--- config.mk ---
export PLATFORM = sky130hd
export DESIGN_NAME = snowball_bus_unit
export DESIGN_NICKNAME = d
export VERILOG_FILES = /design/src/design/snowball_pkg.sv /design/src/design/snowball_bus_unit.sv
export VERILOG_INCLUDE_DIRS = /design/src /design/src/include
export SDC_FILE = /design/constraint.sdc
export NUM_CORES = 1
export LEC_CHECK = 0
export BUFFER_PORTS_ARGS = -buffer_cell sky130_fd_sc_hd__buf_2
export CORE_UTILIZATION = 40
export CTS_CLUSTER_SIZE = 40
export DETAILED_ROUTE_END_ITERATION = 8
export PLACE_DENSITY = 0.76
export REMOVE_ABC_BUFFERS = 1
export SYNTH_ARGS = -nofsm -noshare
export SYNTH_HDL_FRONTEND = slang
export SYNTH_SLANG_ARGS = --single-unit
--- constraint.sdc ---
create_clock -name CPU_CLK -period 11.8 [get_ports CPU_CLK]
set_input_delay 2.36 -clock CPU_CLK [delete_from_list [all_inputs] [get_ports CPU_CLK]]
set_output_delay 2.36 -clock CPU_CLK [all_outputs]
set_load 0.05 [all_outputs]
--- src/include/snowball_defines.svh ---
// Cache subsystem widths
`ifndef SNOWBALL_DEFINES_SVH
`define SNOWBALL_DEFINES_SVH

// ------------------------------------------------------------
// address and storage geometry
// ------------------------------------------------------------
`define SNOWBALL_ADDR_W 32 // word address and data width
`define SNOWBALL_IDX_W 8 // line index, address bits 7:0
`define SNOWBALL_TAG_W 24 // physical address bits 31:8
`define SNOWBALL_PAGE_W 16 // page number, address bits 31:16
`define SNOWBALL_DEPTH (1 << `SNOWBALL_IDX_W) // lines and table entries

// ------------------------------------------------------------
// bus regions, decoded from address bits 31:30
// ------------------------------------------------------------
`define SNOWBALL_DMA_REGION 2'b11 // everything else is main memory

`endif

--- src/design/snowball_pkg.sv ---
// Cache subsystem types
`default_nettype none
`include "snowball_defines.svh"

package snowball_pkg;

  // request as captured on the precycle strobe
  typedef struct packed {
    logic [`SNOWBALL_ADDR_W-1:0] addr; // virtual address
    logic [`SNOWBALL_ADDR_W-1:0] data; // write data
    logic                        we;
    logic                        force_miss;
  } cache_req_t;

  // one bus transfer, always at the physical address
  typedef struct packed {
    logic [`SNOWBALL_ADDR_W-1:0] addr;
    logic [`SNOWBALL_ADDR_W-1:0] data;
    logic                        we;
  } bus_req_t;

  typedef struct packed {
    logic                        done; // one cycle pulse
    logic [`SNOWBALL_ADDR_W-1:0] data; // read data, valid with done
  } bus_rsp_t;

  typedef enum logic [1:0] {
    CTRL_IDLE,
    CTRL_LOOKUP, // storage outputs valid, hit and fault decided
    CTRL_BUS, // start pulse to the bus unit
    CTRL_FILL // wait for done, then update the line
  } ctrl_state_e;

  typedef enum logic [1:0] {
    BUS_IDLE,
    BUS_MEM,
    BUS_DMA
  } bus_state_e;

endpackage

`default_nettype wire

--- src/design/snowball_bus_unit.sv ---
// Memory and DMA bus unit
`timescale 1ns/1ps
`default_nettype none
`include "snowball_defines.svh"

module snowball_bus_unit
(
  input  wire                          CPU_CLK,
  input  wire                          RST,
  input  wire                          bus_start,
  input  wire  snowball_pkg::bus_req_t bus_req,
  output snowball_pkg::bus_rsp_t       bus_rsp,
  // memory port
  output logic [`SNOWBALL_ADDR_W-1:0]  mem_addr,
  output logic                         mem_we,
  output logic                         mem_do_act,
  output logic [`SNOWBALL_ADDR_W-1:0]  mem_dataintomem,
  input  wire                          mem_ack,
  input  wire  [`SNOWBALL_ADDR_W-1:0]  mem_datafrommem,
  // DMA port
  output logic                         dma_wrte,
  output logic                         dma_read,
  input  wire                          dma_wrte_ack,
  input  wire                          dma_read_ack,
  input  wire  [`SNOWBALL_ADDR_W-1:0]  dma_data_read
);

  snowball_pkg::bus_state_e    state;
  logic                        dma_sel;
  logic                        dma_ack;
  logic                        accept;
  logic                        done_q;
  logic [`SNOWBALL_ADDR_W-1:0] data_q;

  assign dma_sel = (bus_req.addr[`SNOWBALL_ADDR_W-1 -: 2] == `SNOWBALL_DMA_REGION);
  assign dma_ack = (dma_wrte && dma_wrte_ack) || (dma_read && dma_read_ack);
  assign accept  = bus_start && (state == snowball_pkg::BUS_IDLE);

  // ------------------------------------------------------------
  // target strobes, held until acknowledged
  // ------------------------------------------------------------
  always_ff @(posedge CPU_CLK)
  begin
    if (!RST)
    begin
      state      <= snowball_pkg::BUS_IDLE;
      mem_do_act <= 1'b0;
      mem_we     <= 1'b0;
      dma_wrte   <= 1'b0;
      dma_read   <= 1'b0;
      done_q     <= 1'b0;
    end
    else
    begin
      done_q <= 1'b0;
      case (state)
        snowball_pkg::BUS_IDLE:
          if (accept && dma_sel)
          begin
            dma_wrte <= bus_req.we;
            dma_read <= !bus_req.we;
            state    <= snowball_pkg::BUS_DMA;
          end
          else if (accept)
          begin
            mem_do_act <= 1'b1;
            mem_we     <= bus_req.we;
            state      <= snowball_pkg::BUS_MEM;
          end
        snowball_pkg::BUS_MEM:
          if (mem_ack)
          begin
            mem_do_act <= 1'b0; // dropped the cycle after ack
            mem_we     <= 1'b0;
            done_q     <= 1'b1;
            state      <= snowball_pkg::BUS_IDLE;
          end
        default:
          if (dma_ack)
          begin
            dma_wrte <= 1'b0;
            dma_read <= 1'b0;
            done_q   <= 1'b1;
            state    <= snowball_pkg::BUS_IDLE;
          end
      endcase
    end
  end

  // address, write data and read capture
  always_ff @(posedge CPU_CLK)
  begin
    if (accept)
    begin
      mem_addr        <= bus_req.addr;
      mem_dataintomem <= bus_req.data;
    end
    if ((state == snowball_pkg::BUS_MEM) && mem_ack)
      data_q <= mem_datafrommem; // taken in the ack cycle
    else if (dma_read && dma_read_ack)
      data_q <= dma_data_read;
  end

  assign bus_rsp = '{done: done_q, data: data_q};

endmodule

`default_nettype wire

==> results.sh <==
export IMPL_outcome="finished with violations"
export IMPL_violations="design-rule violations"
export IMPL_power_per_cell_area_nw_per_um2=151.5
export IMPL_drc=1
export IMPL_postSynth_asyncResetShare=0
export IMPL_ctsResizeCount=0
export IMPL_fin_util=0.5840
export IMPL_postRouteAntennaNets=0
export IMPL_synth_area_top_cells="edfxtp_1, mux2_4, dfxtp_1, mux2_2, buf_6"
export IMPL_cp_num_cells=6
export IMPL_grt_max_degree=65
export IMPL_grt_pass1_wl_um=12390
export IMPL_initial_utilization=0.4196
export IMPL_slew_headroom=0.4988
export IMPL_cp_end_kind="register"
export IMPL_synth_adder_area_share=0
export IMPL_clock_latency_ns=0.36
export IMPL_grt_pass1_vias=2433
export IMPL_crit_path_cell_trace="buf_2, nand2_1, or2_2, buf_4, nand2_1, buf_4"
export IMPL_synthXorXnorAreaFrac=0
export IMPL_first_pass_iters=8
export IMPL_cts_path_max_buffers=2
export IMPL_routed_via_density=4.723
export IMPL_die_w_um=98.58
export IMPL_critPathLaunchType="primary input"
export IMPL_drt_first_iter_violations=119
export IMPL_layout_drive_gt1_share=0.6850
export IMPL_areaGrowthSynthToFinish_pct=39.17
export IMPL_cts_tree="built"
export IMPL_coreArea_sq_um=8891
export IMPL_netlist_area_leader_share=0.7726
export IMPL_fin_crit_sh=0.3285
export IMPL_crit_fanout=35
export IMPL_cp_slowest_cell="nand2_1"
export IMPL_cts_buffers=9
export IMPL_dp_hpwl_um=6684
export IMPL_yosysWarnings=0
export IMPL_finalWirelength_um=8600
export IMPL_setup_tns_final_ns=0
export IMPL_fillers=715
export IMPL_place_congestion=0.8651
export IMPL_path_delay_family="buffers and inverters"
export IMPL_synth_most_common_cell="edfxtp_1"
export IMPL_synthFlopType="edfxtp_1"
export IMPL_die_area_sq_um=9718
export IMPL_synth_top_family_by_area="multiplexers"
export IMPL_path_buf_inv=3
export IMPL_crit_reg2reg_launch="state[0]"
export IMPL_reg2regPathDepth=5
export IMPL_drv_slew=0
export IMPL_synth_edf_count=96
export IMPL_cts_hold_repair_buffers=0
export IMPL_grt_util_all_layers=0.1732
export IMPL_skew_ns=0.01286
export IMPL_arrival_ns=3.91
export IMPL_synth_yosys_seq_area_share=0.8102
export IMPL_portBuffers=235
export IMPL_clkSinkCount=103
export IMPL_worstPathRequired_ns=11.83
export IMPL_synthMuxAreaShare=0.1237
export IMPL_reg2reg_to="data_q[23]"
export IMPL_via_count=2489
export IMPL_setup_violations=0
export IMPL_max_freq_ghz=0.2580
export IMPL_nets=549
export IMPL_ys_ff_latch=103
export IMPL_synthTopCellsByCount="edfxtp_1, mux2_4, nand2_1"
export IMPL_synth_simple_gate_area_frac=0.02549
export IMPL_cpPeakStageDelay_ns=0.42
export IMPL_boundaryPins=236
export IMPL_p_total_uw=786.8
export IMPL_postSynthAreaPerCell_sq_um=21.69
export IMPL_clock_root_buffer="clkbuf_8"
export IMPL_synthCells=172
export IMPL_clk_pin_slew_worst_paths_ns=0.09
export IMPL_worstSetupPathType="in -> reg"
export IMPL_rrSetupSlack_ns=9.46
export IMPL_grt_ovfl_total=0
export IMPL_die_h_um=98.58
export IMPL_placementRows=34
export IMPL_power_leakage_nw=2.333
export IMPL_synth_area_sq_um=3731
export IMPL_finalHoldViolations=0
export IMPL_post_cts_buffers=0
export IMPL_cap_violations=0
export IMPL_cts_htree_levels=3
export IMPL_synth_compound_area_frac=0.02414
export IMPL_fin_area_sq_um=5192
export IMPL_diodes=0
export IMPL_yosysTopAreaCell="edfxtp_1"
export IMPL_wl_per_cell_um=16.32
export IMPL_antenna_found_initial=0
export IMPL_irDropWorstVdd_mv=0.07444
export IMPL_finalCriticalPeriod_ns=3.877
export IMPL_place_area_sq_um=5010
export IMPL_tightest_slew_ns=0.7517
export IMPL_setup_ws_ns=7.923
export IMPL_synth_cell_types=24
export IMPL_hp_class="reg -> reg"
export IMPL_crit_start="mem_ack"
export IMPL_endpoint="data_q[23]"
export IMPL_post_place_ws_ns=7.501
export IMPL_rsz0062_at_grt="no"
==> area by class of cell <==
cell class | count | area, sq um | share of cell area
well taps | 108 | 135.1 | 0.02602
flip-flops and latches | 103 | 3023 | 0.5822
repair buffers | 238 | 1199 | 0.2308
multi-input cells | 62 | 653.1 | 0.1258
clock buffers | 10 | 127.6 | 0.02458
clock inverters | 6 | 55.05 | 0.01060
==> layer usage <==
layer,vias to the layer above,GRT usage,share of wire
met1,1154,0.1843,0.35
li1,1154,-,-
met5,-,0,0
met3,20,0.06312,0.10
met4,0,0.07807,0.028
met2,161,0.3077,0.51
==> state kept, by name, indices dropped and copies added (netlist names) <==
signal / cells
data_q: 32
mem_dataintomem: 32
mem_addr: 32
done_q: 1
mem_do_act: 1
dma_read: 1
mem_we: 1
state: 2
dma_wrte: 1
==> cell families after synthesis <==
kind of cell,Yosys count
AO/OA/AOI/OAI,12
buffers and inverters,7
flip-flops,103
multiplexers,32
AND/OR/NAND/NOR,18
==> worst reg2reg max path, stage by stage (launching register included) <==
cell and delay (ns):
dfxtp_1 0.50, nand2_1 0.12, or2_2 0.28, buf_4 0.30, nand2_1 0.42, buf_4 0.38
==> where the power goes <==
part           leakage [nW]  switching, mW  internal, mW
Sequential            0.963        0.00647         0.428
Clock                0.0865          0.121        0.0805
Combinational          1.28          0.107        0.0443
==> cell usage in the layout, fill, tap and decap left out <==
cell type / n
buf_2: 235
edfxtp_1: 96
mux2_4: 27
nand2_1: 9
clkbuf_8: 9
dfxtp_1: 7
mux2_2: 5
buf_4: 3
nand2b_1: 2
a21oi_1: 2
a21boi_0: 2
a32oi_1: 2
nand3_1: 2
o41ai_1: 2
clkinv_4: 2
inv_8: 2
clkinvlp_4: 2
or2_2: 1
nor3b_4: 1
nand3b_1: 1
a22oi_1: 1
and3_1: 1
o21a_1: 1
o22ai_1: 1
a22o_1: 1
nor2b_1: 1
clkbuf_1: 1
==> how the worst min path moves through the flow <==
stage,from,to,slack [ns],cells after the start
after detailed placement,mem_we,mem_we,0.47,2
after floorplan,state[0],dma_read,0.53,1
final,mem_we,mem_we,0.49,2
after global routing,mem_we,mem_we,0.51,2
after CTS,mem_we,mem_we,0.49,2
after global placement,mem_we,mem_we,0.46,2
==> metrics by stage <==
step | hold WS (ns) | cells
3_3_place_gp | 0.4588 | 511
6_report | 0.4867 | 527
4_1_cts | 0.4866 | 527
5_1_grt | 0.5061 | 527
3_5_place_dp | 0.4726 | 511
2_1_floorplan | 0.5302 | 165
(Power assumes the default switching activity.)
