<file path="config.mk">
export PLATFORM = sky130hd
export DESIGN_NAME = snowball_cache_ctrl
export DESIGN_NICKNAME = d
export VERILOG_FILES = /design/src/design/snowball_pkg.sv /design/src/design/snowball_cache_ctrl.sv
export VERILOG_INCLUDE_DIRS = /design/src /design/src/include
export SDC_FILE = /design/constraint.sdc
export NUM_CORES = 1
export LEC_CHECK = 0
export BUFFER_PORTS_ARGS = -buffer_cell sky130_fd_sc_hd__buf_2
export CELL_PAD_IN_SITES_DETAIL_PLACEMENT = 1
export CELL_PAD_IN_SITES_GLOBAL_PLACEMENT = 1
export CORE_AREA = 2 2 160 162
export CTS_CLUSTER_DIAMETER = 40
export DETAILED_ROUTE_END_ITERATION = 8
export DIE_AREA = 0 0 162 164
export MAX_ROUTING_LAYER = met4
export PLACE_DENSITY_LB_ADDON = 0.25
export SYNTH_ARGS = -nofsm -noshare
export SYNTH_HDL_FRONTEND = slang
export SYNTH_SLANG_ARGS = --single-unit
</file>
<file path="constraint.sdc">
create_clock -name CPU_CLK -period 11.7 [get_ports CPU_CLK]
set_input_delay 1.755 -clock CPU_CLK [delete_from_list [all_inputs] [get_ports CPU_CLK]]
set_output_delay 1.755 -clock CPU_CLK [all_outputs]
set_load 0.02 [all_outputs]
</file>
<file path="src/include/snowball_defines.svh">
// Cache subsystem widths
`ifndef SNOWBALL_DEFINES_SVH
`define SNOWBALL_DEFINES_SVH

// ------------------------------------------------------------
// address and storage geometry
// ------------------------------------------------------------
`define SNOWBALL_ADDR_W 32 // word address and data width
`define SNOWBALL_IDX_W 8 // line index, address bits 7:0
`define SNOWBALL_TAG_W 24 // physical address bits 31:8
`define SNOWBALL_PAGE_W 16 // page number, address bits 31:16
`define SNOWBALL_DEPTH (1 << `SNOWBALL_IDX_W) // lines and table entries

// ------------------------------------------------------------
// bus regions, decoded from address bits 31:30
// ------------------------------------------------------------
`define SNOWBALL_DMA_REGION 2'b11 // everything else is main memory

`endif

</file>
<file path="src/design/snowball_pkg.sv">
// Cache subsystem types
`default_nettype none
`include "snowball_defines.svh"

package snowball_pkg;

  // request as captured on the precycle strobe
  typedef struct packed {
    logic [`SNOWBALL_ADDR_W-1:0] addr; // virtual address
    logic [`SNOWBALL_ADDR_W-1:0] data; // write data
    logic                        we;
    logic                        force_miss;
  } cache_req_t;

  // one bus transfer, always at the physical address
  typedef struct packed {
    logic [`SNOWBALL_ADDR_W-1:0] addr;
    logic [`SNOWBALL_ADDR_W-1:0] data;
    logic                        we;
  } bus_req_t;

  typedef struct packed {
    logic                        done; // one cycle pulse
    logic [`SNOWBALL_ADDR_W-1:0] data; // read data, valid with done
  } bus_rsp_t;

  typedef enum logic [1:0] {
    CTRL_IDLE,
    CTRL_LOOKUP, // storage outputs valid, hit and fault decided
    CTRL_BUS, // start pulse to the bus unit
    CTRL_FILL // wait for done, then update the line
  } ctrl_state_e;

  typedef enum logic [1:0] {
    BUS_IDLE,
    BUS_MEM,
    BUS_DMA
  } bus_state_e;

endpackage

`default_nettype wire

</file>
<file path="src/design/snowball_cache_ctrl.sv">
// Cache controller
`timescale 1ns/1ps
`default_nettype none
`include "snowball_defines.svh"

module snowball_cache_ctrl
(
  input  wire                          CPU_CLK,
  input  wire                          RST,
  // CPU port
  input  wire                          cache_precycle_enable,
  input  wire  [`SNOWBALL_ADDR_W-1:0]  cache_precycle_addr,
  input  wire                          cache_precycle_we,
  input  wire                          cache_precycle_force_miss,
  input  wire  [`SNOWBALL_ADDR_W-1:0]  cache_datao,
  input  wire                          cache_inhibit,
  input  wire                          WE_TLB,
  output logic [`SNOWBALL_ADDR_W-1:0]  cache_datai,
  output logic                         cache_busy,
  output logic                         MMU_FAULT,
  // storage lookup, shared read enable
  output logic                         lookup_en,
  output logic [`SNOWBALL_IDX_W-1:0]   arr_rd_idx,
  output logic [`SNOWBALL_IDX_W-1:0]   tlb_rd_idx,
  output logic [`SNOWBALL_TAG_W-1:0]   cmp_tag,
  output logic [`SNOWBALL_PAGE_W-1:0]  vpage,
  input  wire                          hit,
  input  wire  [`SNOWBALL_ADDR_W-1:0]  rd_data,
  input  wire  [`SNOWBALL_PAGE_W-1:0]  ppage,
  input  wire                          fault,
  // storage updates
  output logic                         arr_wr_en,
  output logic [`SNOWBALL_IDX_W-1:0]   arr_wr_idx,
  output logic [`SNOWBALL_TAG_W-1:0]   arr_wr_tag,
  output logic [`SNOWBALL_ADDR_W-1:0]  arr_wr_data,
  output logic                         tlb_wr_en,
  output logic [`SNOWBALL_IDX_W-1:0]   tlb_wr_idx,
  output logic [`SNOWBALL_ADDR_W-1:0]  tlb_wr_entry,
  // bus unit
  output logic                         bus_start,
  output snowball_pkg::bus_req_t       bus_req,
  input  wire  snowball_pkg::bus_rsp_t bus_rsp
);

  snowball_pkg::ctrl_state_e   state;
  snowball_pkg::cache_req_t    req_q;
  snowball_pkg::bus_req_t      bus_q;
  logic [`SNOWBALL_ADDR_W-1:0] phys_addr;
  logic                        idle;
  logic                        read_hit;
  logic                        fill_done;

  assign idle = (state == snowball_pkg::CTRL_IDLE);

  // ------------------------------------------------------------
  // precycle: start the synchronous reads
  // ------------------------------------------------------------
  // only one request in flight, strobes outside idle are ignored
  assign lookup_en  = cache_precycle_enable && !cache_inhibit && idle;
  assign arr_rd_idx = cache_precycle_addr[`SNOWBALL_IDX_W-1:0];
  assign tlb_rd_idx = cache_precycle_addr[2*`SNOWBALL_IDX_W-1:`SNOWBALL_IDX_W];

  // table write index is the low address byte
  assign tlb_wr_en    = WE_TLB && idle;
  assign tlb_wr_idx   = cache_precycle_addr[`SNOWBALL_IDX_W-1:0];
  assign tlb_wr_entry = cache_datao;

  // ------------------------------------------------------------
  // lookup cycle
  // ------------------------------------------------------------
  assign vpage     = req_q.addr[`SNOWBALL_ADDR_W-1:`SNOWBALL_PAGE_W];
  assign phys_addr = {ppage, req_q.addr[`SNOWBALL_PAGE_W-1:0]};
  assign cmp_tag   = phys_addr[`SNOWBALL_ADDR_W-1:`SNOWBALL_IDX_W];
  assign read_hit  = hit && !req_q.we && !req_q.force_miss;

  // write-allocate, the line takes whatever crossed the bus
  assign fill_done   = (state == snowball_pkg::CTRL_FILL) && bus_rsp.done;
  assign arr_wr_en   = fill_done;
  assign arr_wr_idx  = bus_q.addr[`SNOWBALL_IDX_W-1:0];
  assign arr_wr_tag  = bus_q.addr[`SNOWBALL_ADDR_W-1:`SNOWBALL_IDX_W];
  assign arr_wr_data = bus_q.we ? bus_q.data : bus_rsp.data;

  assign bus_start = (state == snowball_pkg::CTRL_BUS);
  assign bus_req   = bus_q;

  always_ff @(posedge CPU_CLK)
  begin
    if (!RST)
    begin
      state      <= snowball_pkg::CTRL_IDLE;
      cache_busy <= 1'b0;
      MMU_FAULT  <= 1'b0;
    end
    else
    begin
      MMU_FAULT <= 1'b0; // single cycle pulse
      case (state)
        snowball_pkg::CTRL_IDLE:
          if (lookup_en)
            state <= snowball_pkg::CTRL_LOOKUP;
        snowball_pkg::CTRL_LOOKUP:
        begin
          if (fault)
          begin
            MMU_FAULT <= 1'b1; // access suppressed
            state     <= snowball_pkg::CTRL_IDLE;
          end
          else if (read_hit)
            state <= snowball_pkg::CTRL_IDLE;
          else
          begin
            cache_busy <= 1'b1;
            state      <= snowball_pkg::CTRL_BUS;
          end
        end
        snowball_pkg::CTRL_BUS:
          state <= snowball_pkg::CTRL_FILL;
        default:
          if (bus_rsp.done)
          begin
            cache_busy <= 1'b0;
            state      <= snowball_pkg::CTRL_IDLE;
          end
      endcase
    end
  end

  // request and return data registers
  always_ff @(posedge CPU_CLK)
  begin
    if (lookup_en)
      req_q <= '{addr: cache_precycle_addr, data: cache_datao,
                 we: cache_precycle_we, force_miss: cache_precycle_force_miss};
    if ((state == snowball_pkg::CTRL_LOOKUP) && !fault)
    begin
      if (read_hit)
        cache_datai <= rd_data;
      bus_q <= '{addr: phys_addr, data: req_q.data, we: req_q.we};
    end
    if (fill_done && !bus_q.we)
      cache_datai <= bus_rsp.data;
  end

endmodule

`default_nettype wire

</file>
==> metrics, run 1 <==
CP max FO 48; Setup crit end kind output pin; post-synth top area share 0.701; CTS tree built; ratio of cells with drive above 1 in the final layout 0.736; RSZ-0062 raised after global routing false; routed vias 4,167; Synth Instances 385; fin crit share 0.410; vias in the first global route 4,412; I/O Buffers 416; Initial Utilization 0.281; Synth area leader edfxtp_1; post-cts gate resize count 0; crit path launch cache_inhibit; slew margin rel. 0.398; Crit Path Class input pin to output pin; Yosys reg bits 167; most common cell in the netlist edfxtp_1; Cell Area, Synth 6980 sq um; nets 843; post-route ant nets 0; GP Congestion 0.861; f_max 0.208 GHz; dominant synthesized flop cell edfxtp_1; Core Area 24,800 sq um; Most Crowded Layer GR met2; worst slew pin tran 0.903 ns; Slew Limit Fails 0; beginning of the worst register-to-register path bus_req[0]$_DFFE_PP_; CP endpoint lookup_en; CTS Buffer Depth 2; drt drc 0; post-synthesis sequential area ratio 0.713; dpl ws 6.85 ns; grt met3 use 0.0323; Clk Latency, worst-skew pair 0.42 ns; Clock Skew 0.00762 ns; yosys warns 0; Leak Pwr 0.00397 uW; arrival time worst endpoint 3.05 ns; Synth async-reset ratio 0; router iterations before antenna repair 4; reg2reg setup slack 8.46 ns; number of cells on the critical path 5; Reg clk slew, reported paths 0.07 ns; crit path launch type input pin; FP Rows 58; syn_nets 539; P per Cell Area 152 nW/um^2; final WL 18,600 um; most frequent CP cell buf_2; met1 Usage GRT 0.154; Final Hold Fails 0; status finished clean; Max-Cap Viols 0; DIE WIDTH 162 um; area delta synth->final 29.8%; Worst IR Drop VDD 0.0000725 V; number of placed I/O pins 417; # hold bufs at CTS 0; Vias/cell 4.03; post-synth cell types 27; Final Core Density 0.365; Post-CTS Setup Inserts 0; syn avg cell area 18.1 sq um; H-tree Lvls 4; Critical Path RT 9.95 ns; worst r2r dst cache_datai[9]$_DFFE_PP_; first-pass GRT wire length 26,300 um; GRT met2 Usage 0.240; Critical Path Slowest Stage Cell buf_4; Post-synth EDFFs 163; worst-path cell chain buf_2, nand2b_1, nor3_2, buf_4, buf_2; root buf cell clkbuf_16; largest net degree at the start of global routing 67; Die H 164 um; worst hold path class flip-flop to flip-flop; CP delay by family, top buffers and inverters; top cells by count, synth edfxtp_1 (163), buf_4 (128), mux2_2 (30); die area 26,600 sq um; GRT Overall Usage 0.138; clk sink count 167; final setup fails 0; initial antenna violation count 1; reg2reg path depth 4; CTS Buf Count 17; Bufs and invs on worst path 3; largest cells by area after synthesis edfxtp_1 (70%), buf_4 (14%), mux2_4 (6.2%); hpwl dp 14,400 um; Iter 0 DRT Violations 169; slowest stage delay, CP 0.54 ns; remaining global-route overflow 0; Tmin final 4.80 ns; Final Worst Setup Slack 6.90 ns; WL per Instance 18.0 um; Setup TNS 0 ns
## area by class of cell
class                           count  area, sq um
Sequential cell                   167         4970
Antenna cell                        1         2.50
Inverter                            2         7.51
Timing Repair Buffer              421         2120
Multi-Input combinational cell     80          968
Clock buffer                       17          425
Clock inverter                     15          151
Fill cell                        2682        15800
Tap cell                          330          413
## layer usage
| metal | vias to the layer above | share of wire |
|---|---|---|
| met5 | - | 0 |
| met4 | 0 | 0.019 |
| met3 | 22 | 0.068 |
| met2 | 225 | 0.52 |
| met1 | 2024 | 0.39 |
| li1 | 1896 | - |
## logic make-up (layout without fill, tap and decap cells)
group	count (synthesis)	after routing	synth area share
compound gates	5	5	0.00592
buf+inv	138	455	0.151
flops	167	167	0.713
mux	64	64	0.119
other cells	0	1	0
simple gates	11	11	0.0116
## cells in the final DEF (no fill, tap or decap)
cell and count:
a21boi_1 1, and4b_1 1, buf_2 416, buf_4 5, bufinv_16 1, clkbuf_16 17
clkinv_1 1, clkinv_2 1, dfxtp_1 4, diode_2 1, edfxtp_1 163, inv_1 1
inv_2 1, inv_6 9, inv_8 3, mux2_1 5, mux2_2 30, mux2_4 29
nand2_2 1, nand2b_1 1, nand2b_2 1, nand3_2 1, nor2_1 1, nor2b_1 1
nor3_2 1, nor3b_1 1, nor3b_4 1, o211a_1 1, o21a_1 2, o31a_1 1
or4b_1 1
## worst min-delay path by stage
| stage | startpoint | to | slack, ns | cells after the start |
|---|---|---|---|---|
| final | req_q[5]$_DFFE_PP_ | bus_req[4]$_DFFE_PP_ | 0.42 | 0 |
| after global routing | req_q[20]$_DFFE_PP_ | bus_req[19]$_DFFE_PP_ | 0.43 | 0 |
| after CTS | req_q[3]$_DFFE_PP_ | bus_req[2]$_DFFE_PP_ | 0.42 | 0 |
| after detailed placement | req_q[5]$_DFFE_PP_ | bus_req[4]$_DFFE_PP_ | 0.41 | 0 |
| after global placement | req_q[26]$_DFFE_PP_ | bus_req[25]$_DFFE_PP_ | 0.40 | 0 |
| after floorplan | phys_addr[0]$_DFFE_PP_ | arr_wr_idx[0]$_DFFE_PP_ | 0.40 | 0 |
## stage by stage
step                      cells  instance area (sq um)  hold slack (ns)  power, uW
after floorplan             385                   6980            0.400        785
after global placement     1000                   8480            0.401        825
after detailed placement   1000                   8480            0.406        828
after CTS                  1032                   9060            0.422       1400
after global routing       1033                   9060            0.427       1430
final                      1033                   9060            0.419       1370
## where the power goes
part | internal (uW) | switching (uW) | leakage (uW)
sequential | 676 | 7.08 | 0.00153
combinational | 50.8 | 78.0 | 0.00216
clock | 303 | 258 | 0.000288
## registers in the layout, indices dropped and copies added (netlist names)
name         flops
bus_req         33
req_q           34
arr_wr_idx       8
cache_busy       1
MMU_FAULT        1
state            2
vpage           16
cmp_tag          8
arr_wr_tag      24
cache_datai     32
phys_addr        8
No activity file was read; power rests on OpenSTA's default activity.
==> run 2, diff against run 1 <==
clock period = 4.6 ns   (was 11.7 ns; I/O delays follow)
==> run 2 against run 1 <==
- final area shrank 0.30%
- clock-buffer cell count grew 3
- worst hold slack lost 0.0056 ns
- die area is the same
- flip-flop and latch count is the same
- via count shrank 0.53%
- routed wire length grew 0.69%
- highest routed layer unchanged
- largest power group unchanged
- sequential power grew to 2.5 times the previous value
==> metrics, run 2 (synthesis gave the netlist of run 1 again) <==
f_max 0.399 GHz; Final Core Density 0.364 (-0.00111); Clk Latency, worst-skew pair 0.42 ns (about the same); remaining global-route overflow 0 (unchanged); reg2reg path depth 5 (+1); Iter 0 DRT Violations 158 (-6.5%); Post-CTS Setup Inserts 0 (unchanged); WL per Instance 18.2 um (+0.89%); drt drc 0 (unchanged); die area 26,600 sq um (unchanged); FP Rows 58 (unchanged); Setup crit end kind flip-flop; most frequent cells in the layout buf_2 (416), edfxtp_1 (163), mux2_2 (30); post-route ant nets 0 (unchanged); Initial Utilization 0.281 (unchanged); routed vias 4,145 (-0.53%); fin crit share 0.545; I/O Buffers 416 (unchanged); worst hold path class flip-flop to flip-flop; Vias/cell 4.02 (-0.33%); commonest non-fill, non-tap cell in the layout buf_2; arrival time worst endpoint 2.56 ns (-0.49 ns); CTS Buf Count 17 (unchanged); initial antenna violation count 0 (-1); final non-filler cell total 1,031 (-0.19%); CTS tree built; # hold bufs at CTS 0 (unchanged); GRT Overall Usage 0.140 (+0.00233); slew margin rel. 0.171 (-0.228); number of placed I/O pins 417 (unchanged); Final Hold Fails 0 (unchanged); final setup fails 0 (unchanged); Hold WS 0.414 ns (-0.00557 ns); crit path launch state[0]$_SDFFE_PN0P_; GP Congestion 0.871 (+1.1%); Max-Cap Viols 0 (unchanged); Setup TNS 0 ns (unchanged); Design Area, Final 9030 sq um (-0.30%); Top reg by flops req_q; hpwl dp 14,400 um (-0.11%); area delta synth->final 29.4%; placed cells 999 (-0.10%); root buf cell clkbuf_16; Reg clk slew, reported paths 0.07 ns (about the same); Core Area 24,800 sq um (unchanged); final WL 18,800 um (+0.69%); Crit Path Class flip-flop to flip-flop; antenna cells 0 (-1); Slew Limit Fails 0 (unchanged); RSZ-0062 raised after global routing false; Critical Path RT 4.66 ns (-5.29 ns); Leak Pwr 0.00393 uW (-1.1%); Worst IR Drop VDD 0.000197 V (+170%); vias in the first global route 4,375 (-0.84%); post-cts gate resize count 0 (unchanged); max FFs per register 34 (unchanged); largest net degree at the start of global routing 67 (unchanged); CP max FO 33 (-31%); DIE WIDTH 162 um (unchanged); H-tree Lvls 4 (unchanged); Hold Path End bus_req[3]$_DFFE_PP_; clk sink count 167 (unchanged); area post-placement 8480 sq um (about the same); ratio of cells with drive above 1 in the final layout 0.732 (-0.00466); crit path launch type flip-flop; worst hold stages 0 (unchanged); worst r2r dst cache_datai[17]$_DFFE_PP_; Die H 164 um (unchanged); CTS Buffer Depth 2 (unchanged); status finished clean; router iterations before antenna repair 4 (unchanged); Tmin final 2.51 ns; Clock Skew 0.0131 ns (+0.00548 ns); HP Start req_q[4]$_DFFE_PP_; P per Cell Area 380 nW/um^2 (+150%); nets 842 (-0.12%); first-pass GRT wire length 26,500 um (+0.63%); reg2reg setup slack 2.09 ns (-6.37 ns); worst slew pin tran 1.24 ns (+0.342 ns); beginning of the worst register-to-register path state[0]$_SDFFE_PN0P_
run 2: changes by cell type in the layout (fill, tap and decap cells not counted), moves of 3 or more:
cell / change
clkinvlp_4: +6
inv_8: -3
inv_6: -5
clkbuf_1: +3
run 2: layout make-up:
cell class                      instances  area (sq um)
Fill cell                            2712         15800
Sequential cell                       167          4970
Timing Repair Buffer                  420          2110
Multi-Input combinational cell         80           972
Clock buffer                           20           437
Tap cell                              330           413
Clock inverter                         12           119
Inverter                                2          7.51
run 2: where the power goes:
group | leakage (uW) | internal (uW) | total [uW] | switching, uW
clock network | 0.000250 | 753 | 1360 | 610
logic | 0.00215 | 129 | 329 | 200
registers | 0.00153 | 1720 | 1740 | 18.0
total | 0.00393 | 2600 | 3430 | 828
run 2: per-stage QoR:
step | total power, uW | setup WS [ns]
3_3_place_gp | 2100 | 1.87
3_5_place_dp | 2110 | 1.76
6_report | 3430 | 2.09
5_1_grt | 3570 | 1.79
4_1_cts | 3500 | 2.01
2_1_floorplan | 1990 | 0.309
run 2: worst max path at each step:
| stage | endpoint | cells past startpoint | slack, ns |
|---|---|---|---|
| global placement | cache_datai[14]$_DFFE_PP_ | 6 | 1.87 |
| detailed placement | cache_datai[19]$_DFFE_PP_ | 6 | 1.76 |
| floorplan | lookup_en | 2 | 0.31 |
| finish | cache_datai[17]$_DFFE_PP_ | 5 | 2.09 |
| global route | cache_datai[15]$_DFFE_PP_ | 5 | 1.79 |
| CTS | cache_datai[15]$_DFFE_PP_ | 5 | 2.01 |
run 2: layer usage:
layer  global-route usage  share of wire  up-vias
met3               0.0280          0.063       17
met4               0.0507          0.014        0
met1                0.156           0.39     2018
met2                0.251           0.54      213
li1                     -              -     1897
met5                    -              0        -
run 2: worst max-delay path, stage by stage (launching register included):
cell and delay, ns:
dfxtp_1 0.51, nand3_2 0.15, inv_2 0.09, nand2b_2 0.65, nand2_1 0.27, buf_4 0.45
==> run 3, diff against run 2 <==
clock period = 2.5 ns   (was 4.6 ns; I/O delays follow)
==> run 3 against run 2 <==
- clock-buffer cell count down 1
- worst hold slack lost 0.29 ns
- non-clock buffer count is 4 higher
- critical path depth is 2 lower
- sequential power is 84% higher
- global-route usage down 0.20 points
- sequential share of layout area down 0.47 points
- clock power rose by 82%
- critical endpoint is now arr_wr_data[12]
==> metrics, run 3 (synthesis gave the netlist of run 1 again) <==
Hold WS 0.120 ns (-0.294 ns); Vias/cell 4.05 (+0.76%); Worst IR Drop VDD 0.000366 V (+85%); crit path launch bus_req[0]$_DFFE_PP_; Post-CTS Setup Inserts 0 (unchanged); I/O Buffers 416 (unchanged); status finished clean; post-route ant nets 0 (unchanged); hpwl dp 14,600 um (+1.5%); Top reg by flops req_q; worst slew pin tran 0.903 ns (-0.342 ns); root buf cell clkbuf_16; CP max FO 20 (-39%); reg2reg setup slack 0.67 ns (-1.42 ns); dpl ws 0.523 ns (-1.24 ns); Final Hold Fails 0 (unchanged); clk sink count 167 (unchanged); placed cells 1,003 (+0.40%); Setup TNS 0 ns (unchanged); final non-filler cell total 1,039 (+0.78%); Tmin final 2.00 ns; Leak Pwr 0.00398 uW (+1.3%); GRT Overall Usage 0.138 (-0.00202); Clock Skew 0.00944 ns (-0.00366 ns); # fillers 2,703 (-0.33%); Die H 164 um (unchanged); Setup crit end kind output pin; ratio of cells with drive above 1 in the final layout 0.739 (+0.00720); initial antenna violation count 2 (+2); P_int 4720 uW (+81%); number of placed I/O pins 417 (unchanged); HP Start cache_precycle_addr[30]; arrival time worst endpoint 1.62 ns (-0.94 ns); combinational fraction of design power 0.098 (+0.002); die area 26,600 sq um (unchanged); commonest non-fill, non-tap cell in the layout buf_2; worst hold path class input pin to flip-flop; slew margin rel. 0.398 (+0.228); Crit Path Class flip-flop to output pin; Initial Utilization 0.281 (unchanged); most frequent cells in the layout buf_2 (416), edfxtp_1 (163), mux2_2 (30); switching part of the total power 0.251 (+0.00940); largest net degree at the start of global routing 67 (unchanged); DIE WIDTH 162 um (unchanged); register area 4980 sq um (+0.10%); max FFs per register 34 (unchanged); CTS Buf Count 17 (unchanged); GP Congestion 0.838 (-3.8%); post-cts gate resize count 0 (unchanged); Design Area, Final 9120 sq um (+0.96%); drt drc 0 (unchanged); Iter 0 DRT Violations 106 (-33%); Core Area 24,800 sq um (unchanged); FP Rows 58 (unchanged); CTS Buffer Depth 2 (unchanged); nets 846 (+0.48%); final WL 18,600 um (-0.79%); Critical Path RT 2.12 ns (-2.54 ns); # hold bufs at CTS 0 (unchanged); vias in the first global route 4,370 (-0.11%); clock network power share 0.394 (-0.003); first-pass GRT wire length 26,000 um (-1.8%); routed vias 4,209 (+1.5%); crit path launch type flip-flop; Reg clk slew, reported paths 0.07 ns (about the same); Multi-input gate area 996 sq um (+2.4%); P per Cell Area 691 nW/um^2 (+82%); f_max 0.501 GHz; Max-Cap Viols 0 (unchanged); Slew Limit Fails 0 (unchanged); WL per Instance 17.9 um (-1.6%); fin crit share 0.798; remaining global-route overflow 0 (unchanged); router iterations before antenna repair 4 (unchanged); RSZ-0062 raised after global routing false; H-tree Lvls 4 (unchanged); CTS tree built; part of the power in registers 0.508 (about the same); area post-placement 8560 sq um (+0.99%); P_sw 1580 uW (+91%); beginning of the worst register-to-register path bus_req[0]$_DFFE_PP_; Clk Latency, worst-skew pair 0.42 ns (about the same); Final Worst Setup Slack 0.505 ns (-1.59 ns); final setup fails 0 (unchanged); area delta synth->final 30.7%
==> run 3: area by class of cell <==
cell class                      count  area share
Multi-Input combinational cell     80       0.109
Clock inverter                     13      0.0126
Tap cell                          330      0.0453
Clock buffer                       19      0.0475
Timing Repair Buffer              424       0.238
Antenna cell                        4     0.00110
Sequential cell                   167       0.546
Inverter                            2    0.000823
==> run 3: power groups by stage <==
| stage | registers [uW] | clock network (uW) | logic (uW) |
|---|---|---|---|
| 6_report | 3200 | 2480 | 617 |
| 3_3_place_gp | 3260 | 0 | 621 |
| 5_1_grt | 3200 | 2690 | 659 |
| 3_5_place_dp | 3260 | 0 | 630 |
| 2_1_floorplan | 3290 | 0 | 385 |
| 4_1_cts | 3200 | 2580 | 632 |
==> run 3: worst paths after layout <==
| kind | end | depth (start not counted) |
|---|---|---|
| min reg2reg | bus_req[16]$_DFFE_PP_ | 0 |
| max | arr_wr_data[12] | 3 |
| max reg2reg | cache_datai[0]$_DFFE_PP_ | 4 |
| min | vpage[14]$_DFFE_PP_ | 1 |
==> run 3: per-layer routing <==
metal  GRT usage  up-vias  share of wire  routed length (um)
met1       0.154     2053           0.39                7230
met3      0.0346       20          0.072                1330
li1            -     1906              -                   -
met5           -        -              0                   0
met2       0.239      230           0.52                9700
met4      0.0567        0          0.020                 364
==> run 3: worst max-delay path, cell delays in order, from the launching register on <==
cell and delay [ns]:
edfxtp_1 0.35, buf_4 0.28, mux2_2 0.39, buf_2 0.16
==> run 3: through the flow <==
step / utilization / power [uW]
5_1_grt: 0.367 / 6550
4_1_cts: 0.367 / 6410
2_1_floorplan: - / 3670
3_5_place_dp: 0.345 / 3890
6_report: 0.368 / 6300
3_3_place_gp: 0.345 / 3880
